`src/hw/wcache_pkg.sv`:
```
`default_nettype none

package wcache_pkg;

    // ========================================================================
    // Sizes
    // ========================================================================
    localparam int NUM_PORTS  = 4;                  // PE ports on the row
    localparam int ADDR_W     = 13;                 // Weight RAM address
    localparam int DATA_W     = 8;                  // One weight
    localparam int PORT_IDX_W = $clog2(NUM_PORTS);

    // ========================================================================
    // Payload types
    // ========================================================================
    typedef logic [NUM_PORTS-1:0] port_mask_t;      // One bit per port

    typedef struct packed {
        logic [ADDR_W-1:0] addr;
        logic              last;
    } port_req_t;

    typedef struct packed {
        logic [DATA_W-1:0] data;
        logic              last;
    } port_rsp_t;

    // Read address towards the weight RAM
    typedef struct packed {
        logic [ADDR_W-1:0] addr;
        logic              last;
    } wram_req_t;

    // ========================================================================
    // Control encodings
    // ========================================================================
    typedef enum logic [1:0] {
        ST_IDLE,
        ST_CFG,
        ST_WORK,
        ST_DRAIN
    } wcache_state_e;

    typedef enum logic {
        MODE_CACHE,
        MODE_BYPASS
    } wcache_mode_e;

endpackage

`default_nettype wire

```
`src/hw/wcache_ctrl.sv`:
```
`timescale 1ns/1ps
`default_nettype none

module wcache_ctrl (
    input  logic                     clk,
    input  logic                     rst_n,
    input  logic                     cfg_valid,
    input  logic                     cfg_bypass,
    output logic                     cfg_ready,
    input  logic                     rd_busy,
    input  logic                     slots_empty,
    output logic                     work_en,
    output wcache_pkg::wcache_mode_e mode,
    output logic                     clear
);
    import wcache_pkg::*;

    wcache_state_e state;
    wcache_state_e state_nxt;
    logic          byp_cfg;     // Bypass bit seen on the config transfer

    // ========================================================================
    // State machine
    // ========================================================================
    always_comb begin
        state_nxt = state;
        case (state)
            ST_IDLE:  if (cfg_valid) state_nxt = ST_CFG;
            ST_CFG:   state_nxt = ST_WORK;
            ST_WORK:  if (cfg_valid) state_nxt = ST_DRAIN;    // Reconfig request
            ST_DRAIN: if (!rd_busy && slots_empty) state_nxt = ST_IDLE;
            default:  state_nxt = ST_IDLE;
        endcase
    end

    always_ff @(posedge clk or negedge rst_n) begin
        if (!rst_n) begin
            state <= ST_IDLE;
        end else begin
            state <= state_nxt;
        end
    end

    // Mode is taken on the way into WORK
    always_ff @(posedge clk or negedge rst_n) begin
        if (!rst_n) begin
            byp_cfg <= 1'b0;
            mode    <= MODE_CACHE;
        end else begin
            if (cfg_valid && cfg_ready) begin
                byp_cfg <= cfg_bypass;
            end
            if (state == ST_CFG) begin
                mode <= byp_cfg ? MODE_BYPASS : MODE_CACHE;
            end
        end
    end

    assign cfg_ready = (state == ST_IDLE);
    assign clear     = (state == ST_IDLE);   // Last register and RR pointer
    assign work_en   = (state == ST_WORK);

    // Nothing in flight while a new configuration can be taken
    a_idle_quiet: assert property (@(posedge clk) disable iff (!rst_n)
        cfg_ready |-> !rd_busy && slots_empty);

endmodule

`default_nettype wire

```
`src/hw/wcache_port_arb.sv`:
```
`timescale 1ns/1ps
`default_nettype none

module wcache_port_arb (
    input  logic                                              clk,
    input  logic                                              rst_n,
    input  logic                                              clear,
    input  wcache_pkg::port_mask_t                            req_valid,
    input  wcache_pkg::port_req_t [wcache_pkg::NUM_PORTS-1:0] req,
    input  wcache_pkg::port_mask_t                            port_open,
    input  wcache_pkg::port_mask_t                            hit,
    output logic                                              wram_req_valid,
    input  logic                                              wram_req_ready,
    output wcache_pkg::wram_req_t                             wram_req,
    input  logic                                              wram_rsp_valid,
    input  logic                                              wram_rsp_ready,
    output wcache_pkg::port_mask_t                            mc_take,
    output wcache_pkg::port_mask_t                            mc_mask,
    output logic                                              rd_busy,
    output logic                                              rd_done,
    output logic [wcache_pkg::ADDR_W-1:0]                     rd_addr
);
    import wcache_pkg::*;

    port_mask_t            cand;        // Open, valid and missing
    port_mask_t            match;       // Candidates on the granted address
    port_mask_t            grant_oh;
    logic [PORT_IDX_W-1:0] sel_idx;
    logic                  sel_found;
    logic [PORT_IDX_W-1:0] last_grant;
    logic                  lock_q;      // Grant held while the RAM stalls
    logic [PORT_IDX_W-1:0] lock_idx;
    logic                  rd_pend;
    logic                  req_xfer;

    assign cand = req_valid & port_open & ~hit;

    // ========================================================================
    // Round-robin pick starting after the previous grant
    // ========================================================================
    always_comb begin
        sel_idx   = lock_q ? lock_idx : last_grant;
        sel_found = lock_q;
        for (int k = 1; k <= NUM_PORTS; k++) begin
            if (!sel_found && cand[PORT_IDX_W'(last_grant + k)]) begin
                sel_idx   = PORT_IDX_W'(last_grant + k);
                sel_found = 1'b1;
            end
        end
    end

    always_comb begin
        for (int i = 0; i < NUM_PORTS; i++) begin
            match[i] = cand[i] && (req[i].addr == req[sel_idx].addr);
        end
    end

    assign grant_oh       = port_mask_t'(sel_found) << sel_idx;
    assign wram_req_valid = sel_found && !rd_pend;   // One read in flight
    assign wram_req.addr  = req[sel_idx].addr;
    assign wram_req.last  = req[sel_idx].last;
    assign req_xfer       = wram_req_valid && wram_req_ready;

    // Granted port always rides along, even if drain closed it meanwhile
    assign mc_take = req_xfer ? (match | grant_oh) : '0;
    assign rd_done = wram_rsp_valid && wram_rsp_ready;
    assign rd_busy = rd_pend || wram_req_valid;

    always_ff @(posedge clk or negedge rst_n) begin
        if (!rst_n) begin
            lock_q   <= 1'b0;
            lock_idx <= '0;
        end else begin
            lock_q   <= wram_req_valid && !wram_req_ready;
            lock_idx <= sel_idx;
        end
    end

    // ========================================================================
    // Outstanding read
    // ========================================================================
    always_ff @(posedge clk or negedge rst_n) begin
        if (!rst_n) begin
            rd_pend    <= 1'b0;
            mc_mask    <= '0;
            last_grant <= '0;
        end else begin
            if (req_xfer) begin
                rd_pend    <= 1'b1;
                mc_mask    <= mc_take;
                last_grant <= sel_idx;
            end else if (rd_done) begin
                rd_pend <= 1'b0;
                mc_mask <= '0;
            end
            if (clear) begin
                last_grant <= '0;
            end
        end
    end

    always_ff @(posedge clk) begin
        if (req_xfer) begin
            rd_addr <= wram_req.addr;
        end
    end

    a_req_stable: assert property (@(posedge clk) disable iff (!rst_n)
        wram_req_valid && !wram_req_ready |=> wram_req_valid && $stable(wram_req));

    // RAM data only arrives for the read in flight
    a_rsp_pending: assert property (@(posedge clk) disable iff (!rst_n)
        wram_rsp_valid |-> rd_pend);

endmodule

`default_nettype wire

```
`src/hw/wcache_last_hit.sv`:
```
`timescale 1ns/1ps
`default_nettype none

module wcache_last_hit (
    input  logic                                              clk,
    input  logic                                              rst_n,
    input  logic                                              clear,
    input  wcache_pkg::wcache_mode_e                          mode,
    input  logic                                              work_en,
    input  wcache_pkg::port_mask_t                            req_valid,
    input  wcache_pkg::port_req_t [wcache_pkg::NUM_PORTS-1:0] req,
    input  wcache_pkg::port_mask_t                            port_open,
    input  logic                                              rd_done,
    input  logic [wcache_pkg::ADDR_W-1:0]                     rd_addr,
    input  logic [wcache_pkg::DATA_W-1:0]                     wram_rsp_data,
    output wcache_pkg::port_mask_t                            hit,
    output wcache_pkg::port_mask_t                            hit_take,
    output logic [wcache_pkg::DATA_W-1:0]                     last_data
);
    import wcache_pkg::*;

    logic              last_vld;
    logic [ADDR_W-1:0] last_addr;

    // ========================================================================
    // Last RAM access
    // ========================================================================
    always_ff @(posedge clk or negedge rst_n) begin
        if (!rst_n) begin
            last_vld <= 1'b0;
        end else if (clear) begin
            last_vld <= 1'b0;
        end else if (rd_done) begin
            last_vld <= 1'b1;
        end
    end

    always_ff @(posedge clk) begin
        if (rd_done) begin
            last_addr <= rd_addr;
            last_data <= wram_rsp_data;
        end
    end

    // Per-port compare that never hits in bypass
    always_comb begin
        for (int i = 0; i < NUM_PORTS; i++) begin
            hit[i] = work_en && (mode == MODE_CACHE) && last_vld &&
                     req_valid[i] && (req[i].addr == last_addr);
        end
    end

    assign hit_take = hit & port_open;      // Accepted on this edge

endmodule

`default_nettype wire

```
`src/hw/wcache_resp.sv`:
```
`timescale 1ns/1ps
`default_nettype none

module wcache_resp (
    input  logic                                              clk,
    input  logic                                              rst_n,
    input  logic                                              work_en,
    input  wcache_pkg::port_mask_t                            hit_take,
    input  wcache_pkg::port_req_t [wcache_pkg::NUM_PORTS-1:0] req,
    input  logic [wcache_pkg::DATA_W-1:0]                     last_data,
    input  wcache_pkg::port_mask_t                            mc_take,
    input  wcache_pkg::port_mask_t                            mc_mask,
    input  logic                                              wram_rsp_valid,
    input  logic [wcache_pkg::DATA_W-1:0]                     wram_rsp_data,
    output logic                                              wram_rsp_ready,
    output wcache_pkg::port_mask_t                            req_ready,
    output wcache_pkg::port_mask_t                            rsp_valid,
    input  wcache_pkg::port_mask_t                            rsp_ready,
    output wcache_pkg::port_rsp_t [wcache_pkg::NUM_PORTS-1:0] rsp,
    output wcache_pkg::port_mask_t                            port_open,
    output logic                                              slots_empty
);
    import wcache_pkg::*;

    port_mask_t rsp_free;       // Empty, or read on this edge
    port_mask_t mc_load;        // RAM data lands in these ports
    port_mask_t miss_last;      // Last flag of each waiting miss

    assign rsp_free  = ~rsp_valid | rsp_ready;
    assign port_open = {NUM_PORTS{work_en}} & ~mc_mask & rsp_free;
    assign req_ready = hit_take | mc_take;

    // Take RAM data only when every multicast target has room
    assign wram_rsp_ready = (|mc_mask) && ((mc_mask & ~rsp_free) == '0);
    assign mc_load        = (wram_rsp_valid && wram_rsp_ready) ? mc_mask : '0;
    assign slots_empty    = ~|rsp_valid;

    // ========================================================================
    // Response registers
    // ========================================================================
    always_ff @(posedge clk or negedge rst_n) begin
        if (!rst_n) begin
            rsp_valid <= '0;
        end else begin
            rsp_valid <= (rsp_valid & ~rsp_ready) | hit_take | mc_load;
        end
    end

    always_ff @(posedge clk) begin
        for (int i = 0; i < NUM_PORTS; i++) begin
            if (mc_take[i]) begin
                miss_last[i] <= req[i].last;
            end
            if (hit_take[i]) begin
                rsp[i].data <= last_data;
                rsp[i].last <= req[i].last;
            end else if (mc_load[i]) begin
                rsp[i].data <= wram_rsp_data;   // Multicast steering
                rsp[i].last <= miss_last[i];
            end
        end
    end

    a_no_overwrite: assert property (@(posedge clk) disable iff (!rst_n)
        ((hit_take | mc_load) & ~rsp_free) == '0);

endmodule

`default_nettype wire

```
`src/hw/wcache_top.sv`:
```
`timescale 1ns/1ps
`default_nettype none

module wcache_top (
    input  logic                                              clk,
    input  logic                                              rst_n,
    input  logic                                              cfg_valid,
    input  logic                                              cfg_bypass,
    output logic                                              cfg_ready,
    input  wcache_pkg::port_mask_t                            req_valid,
    output wcache_pkg::port_mask_t                            req_ready,
    input  wcache_pkg::port_req_t [wcache_pkg::NUM_PORTS-1:0] req,
    output wcache_pkg::port_mask_t                            rsp_valid,
    input  wcache_pkg::port_mask_t                            rsp_ready,
    output wcache_pkg::port_rsp_t [wcache_pkg::NUM_PORTS-1:0] rsp,
    output logic                                              wram_req_valid,
    input  logic                                              wram_req_ready,
    output wcache_pkg::wram_req_t                             wram_req,
    input  logic                                              wram_rsp_valid,
    output logic                                              wram_rsp_ready,
    input  logic [wcache_pkg::DATA_W-1:0]                     wram_rsp_data
);
    import wcache_pkg::*;

    logic              work_en;
    logic              clear;
    wcache_mode_e      mode;
    port_mask_t        port_open;
    port_mask_t        hit;
    port_mask_t        hit_take;
    port_mask_t        mc_take;
    port_mask_t        mc_mask;
    logic              rd_busy;
    logic              rd_done;
    logic [ADDR_W-1:0] rd_addr;
    logic [DATA_W-1:0] last_data;
    logic              slots_empty;

    // ========================================================================
    // Control and datapath
    // ========================================================================
    wcache_ctrl ctrl_inst (
        .clk, .rst_n, .cfg_valid, .cfg_bypass, .cfg_ready,
        .rd_busy, .slots_empty, .work_en, .mode, .clear
    );

    wcache_last_hit last_hit_inst (
        .clk, .rst_n, .clear, .mode, .work_en, .req_valid, .req,
        .port_open, .rd_done, .rd_addr, .wram_rsp_data,
        .hit, .hit_take, .last_data
    );

    wcache_port_arb port_arb_inst (
        .clk, .rst_n, .clear, .req_valid, .req, .port_open, .hit,
        .wram_req_valid, .wram_req_ready, .wram_req,
        .wram_rsp_valid, .wram_rsp_ready,
        .mc_take, .mc_mask, .rd_busy, .rd_done, .rd_addr
    );

    wcache_resp resp_inst (
        .clk, .rst_n, .work_en, .hit_take, .req, .last_data,
        .mc_take, .mc_mask, .wram_rsp_valid, .wram_rsp_data, .wram_rsp_ready,
        .req_ready, .rsp_valid, .rsp_ready, .rsp, .port_open, .slots_empty
    );

endmodule

`default_nettype wire

```
`config.mk`:
```
export PLATFORM = sky130hd
export DESIGN_NAME = wcache_top
export DESIGN_NICKNAME = d
export VERILOG_FILES = /design/src/hw/wcache_pkg.sv /design/src/hw/wcache_ctrl.sv /design/src/hw/wcache_port_arb.sv /design/src/hw/wcache_last_hit.sv /design/src/hw/wcache_resp.sv /design/src/hw/wcache_top.sv
export SDC_FILE = /design/constraint.sdc
export NUM_CORES = 1
export LEC_CHECK = 0
export BUFFER_PORTS_ARGS = -buffer_cell sky130_fd_sc_hd__buf_2
export CAP_MARGIN = 25
export CORE_MARGIN = 4
export CORE_UTILIZATION = 51
export CTS_BUF_LIST = sky130_fd_sc_hd__clkbuf_16
export DETAILED_ROUTE_END_ITERATION = 8
export GPL_TIMING_DRIVEN = 0
export PLACE_DENSITY = 0.78
export SETUP_SLACK_MARGIN = 0.1
export SKIP_LAST_GASP = 1
export SLEW_MARGIN = 25
export SYNTH_ARGS = -nofsm -noshare
export SYNTH_HDL_FRONTEND = slang
export SYNTH_HIERARCHICAL = 1
export SYNTH_SLANG_ARGS = --single-unit
```
`constraint.sdc`:
```
create_clock -name clk -period 3.57 [get_ports clk]
set_input_delay 0.1785 -clock clk [delete_from_list [all_inputs] [get_ports clk]]
set_output_delay 0.1785 -clock clk [all_outputs]
set_load 0.005 [all_outputs]
```
# Word-level counts from Yosys, hierarchy flattened
# Cells that the tools add are included.
[op_classes]
n_reduce_logical = 46
n_addsub = 4
bitwise = 18
n_eq_ne = 14
n_lt_le_gt_ge = 5
n_shift = 1
muxes = 42
[op_table]
columns = ["operator", "count"]
rows = [
  ["== test 13 bit", 8],
  ["two-way mux 9 bit", 8],
  ["AND 4 bit", 7],
  ["binary-select mux 14 bit (select 2 bit)", 1],
  ["logical AND 1 bit", 25],
  ["two-way mux 2 bit", 10],
  ["NOT 4 bit", 5],
  ["bitwise OR 4 bit", 5],
  ["two-way mux 4 bit", 4],
  ["< comparator 2 x 3 -> 1 bit, second input constant", 5],
  ["two-way mux 14 bit", 1],
  ["nonzero test 2 bit", 7],
  ["two-way mux 1 bit", 13],
  ["binary-select mux 1 bit (select 2 bit)", 4],
  ["logical NOT 1 bit", 8],
  ["one-hot mux 2 bit (4 select lines)", 1],
  ["OR reduction 4 bit", 2],
  ["adder 2 x 1 -> 2 bit, second input constant", 2],
  ["adder 2 bit, second input constant", 2],
  ["== test 2 bit, second input constant", 2],
  ["logical NOT 4 bit", 1],
  ["inequality test 2 bit, second input constant", 2],
  ["left shift 1 x 2 -> 4 bit", 1],
  ["AND reduction 3 bit", 1],
  ["5 further kinds", 5],
]
[totals]
regBits = 93
inputBits = 78
output_inout_bits = 61
wordCells = 155

# Depth between registers and ports, before layout
[depth]
word_depth = 27
mapped_depth = 17
mapped_depth_nobuf = 15

# Hierarchy
# The synthesis kept the hierarchy.
[modules_own_cells]
columns = ["mod", "n_inst", "cells_each", "area_each_um2", "seq_area_each_um2"]
rows = [
  ["wcache_port_arb", 1, 451, 3315.7, 640.6],
  ["wcache_resp", 1, 113, 1978.1, 1301.2],
  ["wcache_last_hit", 1, 111, 1368.8, 655.6],
  ["wcache_ctrl", 1, 21, 261.5, 100.1],
]

# Least setup slack after synthesis
# OpenSTA, ideal clock, no wires.
[synth_timing]
path_type = "register to output"
start = "register ctrl_inst.state[0]"
end = "output port req_ready[0]"
path_buffers = 2
slack_ns = -0.288
arrival_time_ns = 3.680
stages_incl_launch_ff = 18
path_cell_list = "dfrtp_1 -> inv_1 -> ha_1 -> nand3b_1 -> or4_4 -> nor2_1 -> and3b_1 -> a221oi_2 -> a21oi_2 -> inv_2 -> buf_4 -> buf_2 -> mux2i_1 -> xnor2_1 -> o21ai_0 -> a21oi_1 -> o21ai_0 -> or2_2"
[synth_between]
elab_chain_len = 27
elab_cells_between_ends = 50
cone_classes = "eq/ne: 2; shift: 1; mux: 19; bitwise: 8; reduce/logical: 20"
[synth_rtl]
columns = ["element", "line_no", "text"]
rows = [
  ["start: declaration", "wcache_ctrl.sv:18", "wcache_state_e state;"],
  ["start signal: assignment", "wcache_ctrl.sv:40", "state <= state_nxt;"],
  ["== test 2 bit *", "wcache_ctrl.sv:61", "assign work_en = (state == ST_WORK);"],
  ["via work_en", "wcache_top.sv:25", "logic work_en;"],
  ["logical AND 1 bit * (3 in a row)", "wcache_last_hit.sv:48", "hit[i] = work_en && (mode == MODE_CACHE) && last_vld &&"],
  ["logical AND 1 bit *", "wcache_last_hit.sv:49", "req_valid[i] && (req[i].addr == last_addr);"],
  ["via hit[1]", "wcache_top.sv:29", "port_mask_t hit;"],
  ["NOT 4 bit *", "wcache_port_arb.sv:36", "assign cand = req_valid & port_open & ~hit;"],
  ["AND 4 bit *", "wcache_port_arb.sv:36", ""],
  ["binary-select mux 1 bit (select 2 bit)", "wcache_port_arb.sv:45", "if (!sel_found && cand[PORT_IDX_W'(last_grant + k)]) begin"],
  ["[12 not listed]", "-", ""],
  ["binary-select mux 14 bit (select 2 bit)", "wcache_port_arb.sv:54", "match[i] = cand[i] && (req[i].addr == req[sel_idx].addr);"],
  ["two-way mux 14 bit (not written as such)", "wcache_port_arb.sv:54", ""],
  ["== test 13 bit", "wcache_port_arb.sv:54", ""],
  ["logical AND 1 bit", "wcache_port_arb.sv:54", ""],
  ["bitwise OR 4 bit", "wcache_port_arb.sv:65", "assign mc_take = req_xfer ? (match | grant_oh) : '0;"],
  ["two-way mux 4 bit *", "wcache_port_arb.sv:65", ""],
  ["via mc_take[0]", "wcache_top.sv:31", "port_mask_t mc_take;"],
  ["bitwise OR 4 bit *", "wcache_resp.sv:31", "assign req_ready = hit_take | mc_take;"],
  ["end: declaration", "wcache_top.sv:11", "output wcache_pkg::port_mask_t req_ready,"],
]
# Mark *: on every way through the listed nets, which the timed path passes. The rest lies on a longest branch. The select of a mux whose other input is x is not followed.

# Final worst setup path
[layout_timing]
start = "register last_hit_inst.last_addr[8]"
end = "output port req_ready[0]"
[layout_between]
elab_chain_len = 24
elab_cells_between_ends = 44
cone_classes = "eq/ne: 5; shift: 1; mux: 19; bitwise: 5; reduce/logical: 14"
[layout_rtl]
columns = ["element", "line_no", "text"]
rows = [
  ["start: declaration", "wcache_last_hit.sv:23", "logic [ADDR_W-1:0] last_addr;"],
  ["start signal: assignment", "wcache_last_hit.sv:40", "last_addr <= rd_addr;"],
  ["== test 13 bit *", "wcache_last_hit.sv:49", ""],
  ["logical AND 1 bit *", "wcache_last_hit.sv:49", ""],
  ["via hit[0]", "wcache_top.sv:29", ""],
  ["NOT 4 bit *", "wcache_port_arb.sv:36", ""],
  ["AND 4 bit *", "wcache_port_arb.sv:36", ""],
  ["binary-select mux 1 bit (select 2 bit)", "wcache_port_arb.sv:45", ""],
  ["two-way mux 1 bit (not written as such)", "wcache_port_arb.sv:45", ""],
  ["logical AND 1 bit", "wcache_port_arb.sv:45", ""],
  ["[10 not listed]", "-", ""],
  ["binary-select mux 14 bit (select 2 bit)", "wcache_port_arb.sv:54", ""],
  ["two-way mux 14 bit (not written as such)", "wcache_port_arb.sv:54", ""],
  ["== test 13 bit", "wcache_port_arb.sv:54", ""],
  ["logical AND 1 bit", "wcache_port_arb.sv:54", ""],
  ["bitwise OR 4 bit", "wcache_port_arb.sv:65", ""],
  ["two-way mux 4 bit *", "wcache_port_arb.sv:65", ""],
  ["via mc_take[0]", "wcache_top.sv:31", ""],
  ["bitwise OR 4 bit *", "wcache_resp.sv:31", ""],
]
# Marked as above.

==> impl_metrics.toml <==
[route]
dr.first_iter.drc_count = 1021
firstDrtPassIters = 7
postRouteWirelength_um = 31400
detail_route.drc_violations = 0
vias_per_cell = 6.74
routed-via-count = 7575
drtAntennaViolNets = 0
drt-wirelength-per-cell_um = 27.9

[floorplan]
rows = 42
fp.dieArea_um2 = 15500
die_height_um = 125
top_level_ports = 139
placeableCoreArea_um2 = 13300
initial_utilization_pct = 52.1
chipWidth_um = 125

[global_routing]
grt_antenna_before_repair = 0
grt.overflow.total = 0
grt_pass1_vias = 7093
groute.usage.overall_pct = 38.3
grt_pass1_wl_um = 45100
grt_start_max_net_pins = 25

[yosys]
synth_area_leader_cell = "edfxtp_1"
yosys-top-cells-area = "edfxtp_1, dfrtp_1, xnor2_1"
ys.flop_type = "edfxtp_1"
post_synthesis_register_bit_count = 93
mappedNetlistNets = 778
synthArstFlopShare_pct = 20.4
yosys.area.top_type_share_pct = 32.1
synth_edf_count = 74
avgSynthCellArea_um2 = 9.95
synthDistinctLibCells = 89
synth_warnings = 6
netlist_area_um2 = 6920
synth_cells = 696
synth_sequential_area_ratio_pct = 39.0

[sta]
worst_slack_ps = -1200
period_minus_slack_ps = 4770
max_slew.worst_pin.slew_ps = 940
layout_worst_path_cycle_share_pct = 134
finalHoldWorstSlack_ps = 19.5
max-slew-margin-rel_pct = 35.7
final-max-slew-violation-count = 0
grt_setup_unrepaired = "true"
fmaxAchievable_ghz = 0.210
timing_hold_violations_final = 0
fin_worst_skew_ps = 17.0
setup-violations-final = 39

[layout]
post_route_cells_drive_above_1_share_pct = 46.4
filler_cells_inserted = 915
finalNetCount = 1024
final_area_um2 = 9950
layout.cells.most_common_list = "buf_2, buf_4, edfxtp_1"
fin_cells = 1124
final_common_cell = "buf_2"
final_core_utilization_pct = 74.8
syn2layout_area_growth_pct = 43.7

[status]
violations = "setup timing"
status = "finished with violations"

[clocking]
cts_tree = "done"
worstSkewPairLatency_ps = 360
cts.root.buffer_cell = "clkbuf_16"
cts_inserted_buffers = 9
cts.sink_count = 93
cts-htree-levels = 3
worst_setup_hold_path_clk_slew_ps = 80
cts.path.max_buffers = 2

[worst_setup_path]
timing.setup.critical_path_class = "flop to output port"
worst_ep_arrival_time_ps = 4590
cp_endpoint_kind = "output port"
timing.critical_path.from_type = "flop"
worstPathRequired_ps = 3390
path_max_fanout = 4

[power_and_ir_drop]
power.density_cell_area_nw_per_um2 = 563
total_leakage_power_nw = 4.00
peakVddDrop_uv = 287

[place]
post_dp_cell_area_um2 = 7900
dp_hpwl_um = 21700
dp_cells = 1011
port-buffer-count = 138
gpl_congestion = 1.06

[worst_hold_path]
hp-class = "primary input to flop"

[run]
cap_violations = 0
## cell families after synthesis
family / synth area share, %
AO/OA/AOI/OAI: 19.6
XOR/XNOR: 12.5
adder cells (fa/ha/maj): 0.723
buffers and inverters: 5.91
flip-flops: 39.0
multiplexers: 7.26
AND/OR/NAND/NOR: 15.1
## per-stage QoR
stage / TNS (ps) / power, mW / setup WS, ps
finish: -20590 / 5.60 / -1200
global route: -22980 / 5.74 / -1210
CTS: -15830 / 5.27 / -1010
detailed placement: -41660 / 3.14 / -1390
global placement: -44350 / 3.14 / -1470
floorplan: -387 / 2.39 / -104
## routing by layer
metal	GRT usage [%]	part of all wire [%]	wire [um]
met1	48.0	36	11400
met2	61.0	45	14100
met3	9.73	12	3710
met4	20.2	6.7	2110
met5	0	0	0
## registers in the layout, summed over array words and instances (netlist names)
signal	cells
ctrl_inst/byp_cfg	1
resp_inst/rsp	36
resp_inst/miss_last	4
last_hit_inst/last_vld	1
ctrl_inst/mode	1
port_arb_inst/mc_mask	4
resp_inst/rsp_valid	4
port_arb_inst/rd_pend	1
port_arb_inst/lock_q	1
last_hit_inst/last_addr	13
last_hit_inst/last_data	8
ctrl_inst/state	2
port_arb_inst/lock_idx	2
port_arb_inst/rd_addr	13
port_arb_inst/last_grant	2
## worst max-delay path: stages, from the launching register on
cell and delay, ps:
edfxtp_1 540, xor2_1 230, nor4_1 290, nand4_1 280
nor2_4 170, and3b_2 250, a311o_1 400, a31oi_4 260
nor2_4 80, buf_6 150, or4_4 430, a222oi_1 520
nand3_1 250, o21ai_2 140, or2_4 150, buf_6 90
## layout make-up
class	instances	area [um2]	share of cell area, %
Antenna cell	1	2.50	0.0252
Buffer	49	467	4.69
Clock buffer	9	225	2.26
Clock inverter	7	76.3	0.767
Inverter	46	175	1.76
Multi-Input combinational cell	507	4490	45.1
Sequential cell	93	2700	27.1
Tap cell	176	220	2.21
Timing Repair Buffer	236	1590	16.0
## synth_stat cells (5+ instances only)
cell      instances
nor4_1           16
a21oi_1          31
o221ai_1          6
nand4_1          17
nor3b_1           5
buf_2            15
o22ai_1          14
mux2_2           37
o21ai_1           5
a222oi_1          5
xnor2_1          50
clkbuf_1         26
or4_4             5
nor2_1           28
nand2_1          40
inv_1            43
o211ai_1          8
mux2i_1           6
dfrtp_1          19
xor2_1           45
or2_2             5
o21ai_0          19
nand2b_1          6
a211oi_1         19
edfxtp_1         74
nor3_1           10
nand3_1          17
## path summary, 6_finish.rpt
check,start,to,slack (ps),cells past startpoint
min reg2reg,port_arb_inst/rd_addr[8]$_DFFE_PP_,last_hit_inst/last_addr[8]$_DFFE_PP_,410,0
max,last_hit_inst/last_addr[8]$_DFFE_PP_,req_ready[0],-1200,15
min in group asynchronous,rst_n,ctrl_inst/byp_cfg$_DFFE_PN0P_,310,2
max reg2reg,last_hit_inst/last_addr[8]$_DFFE_PP_,resp_inst/miss_last[0]$_DFFE_PP_,-840,14
min,wram_req_ready,port_arb_inst/lock_q$_DFF_PN0_,20,2
max in group asynchronous,rst_n,port_arb_inst/mc_mask[1]$_DFFE_PN0P_,2970,2
## power by group
| group | leakage, nW | internal, mW | switching (mW) | total [mW] |
|---|---|---|---|---|
| registers | 0.915 | 1.24 | 0.0225 | 1.26 |
| logic | 2.94 | 1.57 | 1.81 | 3.38 |
| clock network | 0.148 | 0.497 | 0.468 | 0.965 |
| total | 4.00 | 3.31 | 2.30 | 5.60 |
## repair_timing
| item | in CTS | in global routing |
|---|---|---|
| cloned | 3 | 1 |
| buffers inserted | 73 | 25 |
| gates resized for setup | 173 | 38 |
| pin swaps | 42 | 24 |
| endpoints found under the setup margin | 43 | 42 |
| endpoints found under the hold margin | 19 | 0 |
| hold buffers | 1 | 0 |
Note: power is estimated with default switching activity, not from simulation.
